## config.mk

```make
export PLATFORM = sky130hd
export DESIGN_NAME = action_engine
export DESIGN_NICKNAME = d
export VERILOG_FILES = /design/src/hw/action_engine_pkg.sv /design/src/hw/operand_if.sv /design/src/hw/action_engine.sv /design/src/hw/container_alu.sv /design/src/hw/engine_ctrl.sv /design/src/hw/operand_crossbar.sv
export VERILOG_INCLUDE_DIRS = /design/src /design/src/hw
export SDC_FILE = /design/constraint.sdc
export NUM_CORES = 2
export LEC_CHECK = 0
export ABC_AREA = 0
export BUFFER_PORTS_ARGS = -buffer_cell sky130_fd_sc_hd__buf_2
export CORE_MARGIN = 2
export CORE_UTILIZATION = 45
export CTS_BUF_LIST = sky130_fd_sc_hd__clkbuf_4
export DETAILED_ROUTE_END_ITERATION = 16
export HOLD_SLACK_MARGIN = 0.06
export PLACE_DENSITY_LB_ADDON = 0.25
export SLEW_MARGIN = 20
export SYNTH_ARGS = -nofsm -noshare
export SYNTH_HDL_FRONTEND = slang
export SYNTH_SLANG_ARGS = --single-unit
```

## constraint.sdc

```tcl
create_clock -name clk -period 6 [get_ports clk]
set_input_delay 0.6 -clock clk [delete_from_list [all_inputs] [get_ports clk]]
set_output_delay 0.6 -clock clk [all_outputs]
set_load 0.03 [all_outputs]
```

## src/hw/action_engine_settings.svh

```systemverilog
// action engine settings
// container widths, counts and vector widths shared by the
// match-action stage and its testbench
`ifndef ACTION_ENGINE_SETTINGS_SVH
`define ACTION_ENGINE_SETTINGS_SVH

// container widths per class
`define AE_W2B 16
`define AE_W4B 32
`define AE_W6B 48

// containers per width class and in total
`define AE_PER_CLASS 4
`define AE_NUM_SLOTS 12

// action slot fields
`define AE_IMM_W 16
`define AE_SEL_W 2
`define AE_OPC_W 2
`define AE_SLOT_W 23

// 4x16 + 4x32 + 4x48
`define AE_PHV_W 384

// twelve slots of AE_SLOT_W bits
`define AE_ACT_W 276

`endif

```

## src/hw/action_engine_pkg.sv

```systemverilog
// action engine package
// opcode, selector, action slot and container types for the
// match-action stage
`include "action_engine_settings.svh"

package action_engine_pkg;

    // per-slot operation
    typedef enum logic [`AE_OPC_W-1:0] {
        OP_NOP = 2'd0,
        OP_ADD = 2'd1,
        OP_SUB = 2'd2,
        OP_SET = 2'd3
    } opcode_e;

    // index of a container inside its own class
    typedef logic [`AE_SEL_W-1:0] container_sel_t;

    // one slot of the action vector, opcode in the top bits
    typedef struct packed {
        opcode_e                opcode;
        logic                   b_is_imm;
        container_sel_t         sel_a;
        container_sel_t         sel_b;
        logic [`AE_IMM_W-1:0]   imm;
    } action_slot_t;

    // container payloads, one to three halfwords
    typedef logic [`AE_W2B-1:0] c2b_t;
    typedef logic [`AE_W4B-1:0] c4b_t;
    typedef logic [`AE_W6B-1:0] c6b_t;

endpackage

```

## src/hw/operand_if.sv

```systemverilog
// operand interface
// carries one slot's operands from the crossbar and its opcode and
// valid from the control block to a container ALU
`timescale 1ns/10ps

interface operand_if
    import action_engine_pkg::*;
#(
    parameter type data_t = c2b_t
);

    data_t      own;
    data_t      operand_a;
    data_t      operand_b;
    opcode_e    opcode;
    logic       valid;

    // operand side
    modport xbar (output own, output operand_a, output operand_b);

    // opcode and strobe side
    modport ctrl (output opcode, output valid);

    modport alu (
        input own,
        input operand_a,
        input operand_b,
        input opcode,
        input valid
    );

endinterface

```

## src/hw/action_engine.sv

```systemverilog
// action engine
// one match-action stage: slices the header and action vectors into
// three width classes, selects operands per slot and runs twelve
// container ALUs; two cycles from input strobe to output
`timescale 1ns/10ps
`include "action_engine_settings.svh"

module action_engine
    import action_engine_pkg::*;
(
    input  logic                    clk,
    input  logic                    arst_n,
    input  logic [`AE_PHV_W-1:0]    phv_in,
    input  logic                    phv_valid_in,
    input  logic [`AE_ACT_W-1:0]    action_in,
    input  logic                    action_valid_in,
    output logic [`AE_PHV_W-1:0]    phv_out,
    output logic                    phv_valid_out
);

    // class offsets inside the header vector
    localparam int OFF_4B = `AE_PER_CLASS * `AE_W2B;
    localparam int OFF_6B = OFF_4B + `AE_PER_CLASS * `AE_W4B;

    action_slot_t   slots [`AE_NUM_SLOTS];
    action_slot_t   slots_2b [`AE_PER_CLASS];
    action_slot_t   slots_4b [`AE_PER_CLASS];
    action_slot_t   slots_6b [`AE_PER_CLASS];
    c2b_t           cont_2b [`AE_PER_CLASS];
    c4b_t           cont_4b [`AE_PER_CLASS];
    c6b_t           cont_6b [`AE_PER_CLASS];

    operand_if #(.data_t(c2b_t)) ops_2b [`AE_PER_CLASS] ();
    operand_if #(.data_t(c4b_t)) ops_4b [`AE_PER_CLASS] ();
    operand_if #(.data_t(c6b_t)) ops_6b [`AE_PER_CLASS] ();

    // slot 0 sits in the lowest bits of the action vector
    for (genvar s = 0; s < `AE_NUM_SLOTS; s++) begin : g_slot
        assign slots[s] = action_in[s*`AE_SLOT_W +: `AE_SLOT_W];
    end

    for (genvar i = 0; i < `AE_PER_CLASS; i++) begin : g_slice
        assign slots_2b[i] = slots[i];
        assign slots_4b[i] = slots[`AE_PER_CLASS + i];
        assign slots_6b[i] = slots[2*`AE_PER_CLASS + i];
        assign cont_2b[i]  = phv_in[i*`AE_W2B +: `AE_W2B];
        assign cont_4b[i]  = phv_in[OFF_4B + i*`AE_W4B +: `AE_W4B];
        assign cont_6b[i]  = phv_in[OFF_6B + i*`AE_W6B +: `AE_W6B];
    end

    engine_ctrl u_ctrl (
        .clk             (clk),
        .arst_n          (arst_n),
        .phv_valid_in    (phv_valid_in),
        .action_valid_in (action_valid_in),
        .action_in       (slots),
        .ops_2b          (ops_2b),
        .ops_4b          (ops_4b),
        .ops_6b          (ops_6b),
        .phv_valid_out   (phv_valid_out)
    );

    operand_crossbar #(.data_t(c2b_t)) u_xbar_2b (
        .clk        (clk),
        .arst_n     (arst_n),
        .containers (cont_2b),
        .slots      (slots_2b),
        .ops        (ops_2b)
    );

    operand_crossbar #(.data_t(c4b_t)) u_xbar_4b (
        .clk        (clk),
        .arst_n     (arst_n),
        .containers (cont_4b),
        .slots      (slots_4b),
        .ops        (ops_4b)
    );

    operand_crossbar #(.data_t(c6b_t)) u_xbar_6b (
        .clk        (clk),
        .arst_n     (arst_n),
        .containers (cont_6b),
        .slots      (slots_6b),
        .ops        (ops_6b)
    );

    // ALU results go straight back into their header positions
    for (genvar i = 0; i < `AE_PER_CLASS; i++) begin : g_alu
        container_alu #(.data_t(c2b_t)) u_alu_2b (
            .clk    (clk),
            .arst_n (arst_n),
            .ops    (ops_2b[i]),
            .result (phv_out[i*`AE_W2B +: `AE_W2B])
        );

        container_alu #(.data_t(c4b_t)) u_alu_4b (
            .clk    (clk),
            .arst_n (arst_n),
            .ops    (ops_4b[i]),
            .result (phv_out[OFF_4B + i*`AE_W4B +: `AE_W4B])
        );

        container_alu #(.data_t(c6b_t)) u_alu_6b (
            .clk    (clk),
            .arst_n (arst_n),
            .ops    (ops_6b[i]),
            .result (phv_out[OFF_6B + i*`AE_W6B +: `AE_W6B])
        );
    end

endmodule

```

## src/hw/container_alu.sv

```systemverilog
// container ALU
// nop, add, sub or set on one container, registered on valid;
// add and sub wrap at the container width
`timescale 1ns/10ps

module container_alu
    import action_engine_pkg::*;
#(
    parameter type data_t = c2b_t
)(
    input  logic    clk,
    input  logic    arst_n,
    operand_if.alu  ops,
    output data_t   result
);

    data_t  result_d;

    always_comb begin
        unique case (ops.opcode)
            OP_ADD:  result_d = ops.operand_a + ops.operand_b;
            OP_SUB:  result_d = ops.operand_a - ops.operand_b;
            OP_SET:  result_d = ops.operand_b;
            default: result_d = ops.own;
        endcase
    end

    // holds the last result between headers
    always_ff @(posedge clk or negedge arst_n) begin
        if (!arst_n) begin
            result <= '0;
        end else if (ops.valid) begin
            result <= result_d;
        end
    end

    a_opcode_known: assert property (@(posedge clk) disable iff (!arst_n)
        ops.valid |-> !$isunknown(ops.opcode));

endmodule

```

## src/hw/engine_ctrl.sv

```systemverilog
// engine control
// registers the slot opcodes and the input strobe, then drives
// each ALU's opcode and valid; the strobe is delayed once more
// to form the header valid output
`timescale 1ns/10ps
`include "action_engine_settings.svh"

module engine_ctrl
    import action_engine_pkg::*;
(
    input  logic            clk,
    input  logic            arst_n,
    input  logic            phv_valid_in,
    input  logic            action_valid_in,
    input  action_slot_t    action_in [`AE_NUM_SLOTS],
    operand_if.ctrl         ops_2b [`AE_PER_CLASS],
    operand_if.ctrl         ops_4b [`AE_PER_CLASS],
    operand_if.ctrl         ops_6b [`AE_PER_CLASS],
    output logic            phv_valid_out
);

    opcode_e    opcode_q [`AE_NUM_SLOTS];
    logic       valid_q;
    logic       out_valid_q;

    always_ff @(posedge clk or negedge arst_n) begin
        if (!arst_n) begin
            for (int i = 0; i < `AE_NUM_SLOTS; i++) begin
                opcode_q[i] <= OP_NOP;
            end
            valid_q     <= 1'b0;
            out_valid_q <= 1'b0;
        end else begin
            if (action_valid_in) begin
                for (int i = 0; i < `AE_NUM_SLOTS; i++) begin
                    opcode_q[i] <= action_in[i].opcode;
                end
            end
            valid_q     <= phv_valid_in;
            out_valid_q <= valid_q;
        end
    end

    // slot order is 2B, then 4B, then 6B
    for (genvar i = 0; i < `AE_PER_CLASS; i++) begin : g_slot
        assign ops_2b[i].opcode = opcode_q[i];
        assign ops_2b[i].valid  = valid_q;
        assign ops_4b[i].opcode = opcode_q[`AE_PER_CLASS + i];
        assign ops_4b[i].valid  = valid_q;
        assign ops_6b[i].opcode = opcode_q[2*`AE_PER_CLASS + i];
        assign ops_6b[i].valid  = valid_q;
    end

    assign phv_valid_out = out_valid_q;

    // header and action arrive as one strobe
    a_strobes_aligned: assert property (@(posedge clk) disable iff (!arst_n)
        phv_valid_in == action_valid_in);

    // fixed two cycle latency through crossbar and ALU
    a_latency: assert property (@(posedge clk) disable iff (!arst_n)
        phv_valid_in |-> ##2 phv_valid_out);

endmodule

```

## src/hw/operand_crossbar.sv

```systemverilog
// operand crossbar
// picks operand a, operand b or the immediate, and the own container,
// for every slot of one width class and registers them
`timescale 1ns/10ps
`include "action_engine_settings.svh"

module operand_crossbar
    import action_engine_pkg::*;
#(
    parameter type data_t = c2b_t
)(
    input  logic            clk,
    input  logic            arst_n,
    input  data_t           containers [`AE_PER_CLASS],
    input  action_slot_t    slots [`AE_PER_CLASS],
    operand_if.xbar         ops [`AE_PER_CLASS]
);

    data_t  sel_a_d [`AE_PER_CLASS];
    data_t  sel_b_d [`AE_PER_CLASS];

    for (genvar i = 0; i < `AE_PER_CLASS; i++) begin : g_sel
        // operand a always comes from the class
        assign sel_a_d[i] = containers[slots[i].sel_a];

        // immediate is zero-extended to the container width
        assign sel_b_d[i] = slots[i].b_is_imm ? data_t'(slots[i].imm)
                                              : containers[slots[i].sel_b];

        // loads every cycle, valid travels separately
        always_ff @(posedge clk or negedge arst_n) begin
            if (!arst_n) begin
                ops[i].own       <= '0;
                ops[i].operand_a <= '0;
                ops[i].operand_b <= '0;
            end else begin
                ops[i].own       <= containers[i];
                ops[i].operand_a <= sel_a_d[i];
                ops[i].operand_b <= sel_b_d[i];
            end
        end
    end

endmodule

```

==> run_results.csv <==
group,metric,value,unit
status,status,"completed",
critical_path,cp-startpoint,"u_xbar_6b.ops[3].operand_b[11]",
yosys,synth_warnings,0,
global_route,grt_max_degree,159,
timing,drv_slew,0,
detailed_routing,vias,94900,
die,die_h,475,µm
die,core,221000,µm²
timing,fmax,175,MHz
final_layout,seqCellArea,39100,µm²
final_layout,fillCellCount,18700,
pwr,pwr-share-clk,25.2,%
global_route,antenna_found_initial,106,
clock_network,clock_path_buffers,4,
die,ios,1049,
critical_path,timing.rr.start,"u_xbar_6b.ops[3].operand_b[11]",
critical_path,r2r-end,"g_alu[3].u_alu_6b.result[42]",
clock_network,clock-root-buffer,"clkbuf_4",
yosys,syn_nets,10200,
yosys,synth_cell_types,93,
pwr,cellInternalPower,23200,µW
clock_network,cts.sinks,1562,
flow_run,cap_violations,0,
yosys,synth_seq_cells,1562,
final_layout,multiInputGateArea,57600,µm²
critical_path,cp_max_fo,6,
die,initial_core_util,45.1,%
pwr,vdd_drop_max,0.276,mV
timing,maxSlewHeadroom,22.7,%
timing,setup_violations,0,
critical_path,cp.required,7.35,ns
yosys,seq_area_frac_synth,39.1,%
timing,hold_viol,0,
final_layout,fin_util,58.1,%
clock_network,clkLatencyLatePin,1.49,ns
final_layout,drive_gt1_share,25.1,%
detailed_routing,vias_per_cell,6.32,
pwr,combPwrFrac,41.1,%
final_layout,layout_common_cells,"dfrtp_1 (1561), dlygate4sd3_1 (1518), buf_2 (1036)",
pwr,total_power,39000,µW
timing,min_period,5.70,ns
detailed_routing,drt_iter0_markers,10900,
pwr,switchingPower,15800,µW
pwr,power_leakage,0.0547,µW
timing,worst_pin_slew,1.16,ns
pwr,switching_share,40.6,%
detailed_routing,wl,460,mm
clock_network,tritoncts,"built",
yosys,synth_edf_count,0,
critical_path,worstPathArrival,7.06,ns
timing,rsz0062_at_grt,"false",
critical_path,crit_end,"g_alu[3].u_alu_6b.result[42]",
final_layout,area_growth,28.7,%
timing,tns,0,ns
yosys,async_flop_share,100,%
clock_network,cts_resized,0,
detailed_routing,drtAntennaViolNets,0,
critical_path,crit_type,"register to register",
global_route,grt_pass1_vias,94300,
worst_hold_path,hold_path_class,"primary input to register",
placement,port_buffers,1048,
pwr,pwr-share-seq,33.6,%
detailed_routing,drc,0,
yosys,netlist_instances,9100,
die,rows,173,
clock_network,cts_made_buffers,441,
critical_path,reg2reg_depth,16,
yosys,postSynthAreaPerCell,11.0,µm²
critical_path,worst_setup_path_start_kind,"register",
global_route,grt_first_pass_wirelength,652,mm
die,die-area,226000,µm²
detailed_routing,wl_per_cell,30.6,µm
global_route,grt_usage,39.9,%
placement,place.gp.congestion,1.01,
clock_network,h-tree-depth,5,
clock_network,post_cts_buffers,0,
critical_path,cp-end-kind,"register",
yosys,synth_area,99900,µm²
die,die_x,475,µm
timing,fin_crit_sh,95.1,%
detailed_routing,drtPass1Iterations,6,
clock_network,clkTransAtPathRegs,0.07,ns
global_route,grt_overflow_total,0,
timing,finalClockSkew,0.118,ns
placement,hpwl,322,mm
pwr,power_density,303,nW/µm²
final_layout,fin_nets,12800,
yosys,synthFlopType,"dfrtp_1",
final_layout,final_common_cell,"dfrtp_1",
critical_path,rrSetupSlack,0.30,ns
==> flip-flops by register name, summed over array words and instances (netlist names) <==
| signal | count |
|---|---|
| g_alu.u_alu_6b.result | 192 |
| u_xbar_6b.ops.operand_a | 192 |
| u_xbar_6b.ops.operand_b | 192 |
| u_xbar_6b.ops.own | 192 |
| g_alu.u_alu_4b.result | 128 |
| u_xbar_4b.ops.operand_a | 128 |
| u_xbar_4b.ops.operand_b | 128 |
| u_xbar_4b.ops.own | 128 |
| g_alu.u_alu_2b.result | 64 |
| u_xbar_2b.ops.operand_a | 64 |
| u_xbar_2b.ops.operand_b | 64 |
| u_xbar_2b.ops.own | 64 |
| u_ctrl.ops_2b.opcode | 8 |
| u_ctrl.ops_4b.opcode | 8 |
| u_ctrl.ops_6b.opcode | 8 |
| u_ctrl.ops_2b.valid | 1 |
| u_ctrl.phv_valid_out | 1 |
==> per-stage QoR <==
step / instances / instance area (µm²) / hold slack, ns / worst slack [ns]
after global routing: 15000 / 129000 / 0.109 / 0.0718
after floorplan: 9100 / 99900 / 0.304 / 1.47
after CTS: 14900 / 128000 / 0.0613 / 0.410
after detailed placement: 12700 / 108000 / 0.484 / 0.421
after global placement: 12700 / 108000 / 0.481 / 0.434
final: 15000 / 129000 / 0.191 / 0.295
==> timing repair <==
action	in CTS	in global routing
hold endpoints to repair	2147	13
hold buffers	1518	1
setup endpoints to repair	0	0
==> critical path: stages (launching register included) <==
cell and delay, ns:
dfrtp_1 0.44, or4_4 0.55, or3_4 0.35, or3_4 0.36
nor2_1 0.60, a21oi_1 0.19, xnor2_1 0.17, ha_1 0.38
nand3_1 0.25, a2111oi_0 0.78, o32a_1 0.32, a21oi_1 0.26
o311ai_1 0.34, buf_4 0.21, a31o_2 0.16, a311oi_1 0.08
o21ai_0 0.17
==> how the worst min path moves through the flow <==
stage                                       startpoint                              to  slack (ns)  cells past startpoint
final                                   action_in[225]   u_xbar_6b.ops[1].operand_a[1]        0.19                      3
after global routing                       phv_in[243]   u_xbar_6b.ops[0].operand_a[3]        0.11                      3
after CTS                                  phv_in[184]  u_xbar_4b.ops[0].operand_a[24]        0.06                      3
after detailed placement  g_alu[1].u_alu_2b.result[13]    g_alu[1].u_alu_2b.result[13]        0.48                      2
after global placement    g_alu[1].u_alu_2b.result[14]    g_alu[1].u_alu_2b.result[14]        0.48                      2
after floorplan                                 arst_n     g_alu[0].u_alu_2b.result[0]        0.30                      0
==> Yosys cell counts, types with 181 or more instances <==
library cell | instances | area (µm²)
dfrtp_1 | 1562 | 39100
mux4_2 | 768 | 17300
o21ai_0 | 713 | 3570
nand2_1 | 655 | 2460
xnor2_1 | 536 | 4690
nor2_1 | 531 | 1990
a21oi_1 | 520 | 2600
clkbuf_1 | 436 | 1640
ha_1 | 424 | 5310
mux2_2 | 371 | 4180
inv_1 | 309 | 1160
nor2b_1 | 262 | 1640
a21o_1 | 181 | 1360
==> layout make-up <==
class | instances | share of cell area (%)
clock buffers | 624 | 3.64
clock inverters | 123 | 0.497
flip-flops and latches | 1562 | 30.4
diodes | 74 | 0.144
repair buffers | 2678 | 16.7
multi-input cells | 6667 | 44.8
inverters | 310 | 0.905
well taps | 2975 | 2.89
==> cell families (layout without fill, tap and decap cells) <==
family / count (synthesis) / count (layout) / share of synthesized area (%)
xor+xnor: 687 / 687 / 6.03
flops: 1562 / 1562 / 39.1
fa+ha+maj: 436 / 436 / 5.55
other cells: 0 / 74 / 0
simple gates: 2086 / 2086 / 10.1
mux: 1152 / 1152 / 21.6
compound gates: 2306 / 2306 / 14.4
buf+inv: 871 / 3735 / 3.28
==> routing by layer <==
metal / wire length [µm] / GRT usage [%]
met2: 184000 / 53.9
met3: 65200 / 15.9
met4: 25200 / 19.2
met5: 354 / 0.0640
met1: 185000 / 55.3
==> power by group through the flow <==
stage | Combinational [µW] | Sequential (µW) | Clock, µW
3_5_place_dp | 14600 | 13200 | 0
6_report | 16000 | 13100 | 9830
5_1_grt | 17100 | 13200 | 10500
4_1_cts | 15600 | 13100 | 9940
2_1_floorplan | 8380 | 14200 | 0
3_3_place_gp | 14600 | 13200 | 0
No activity file was read; power rests on OpenSTA's default activity.
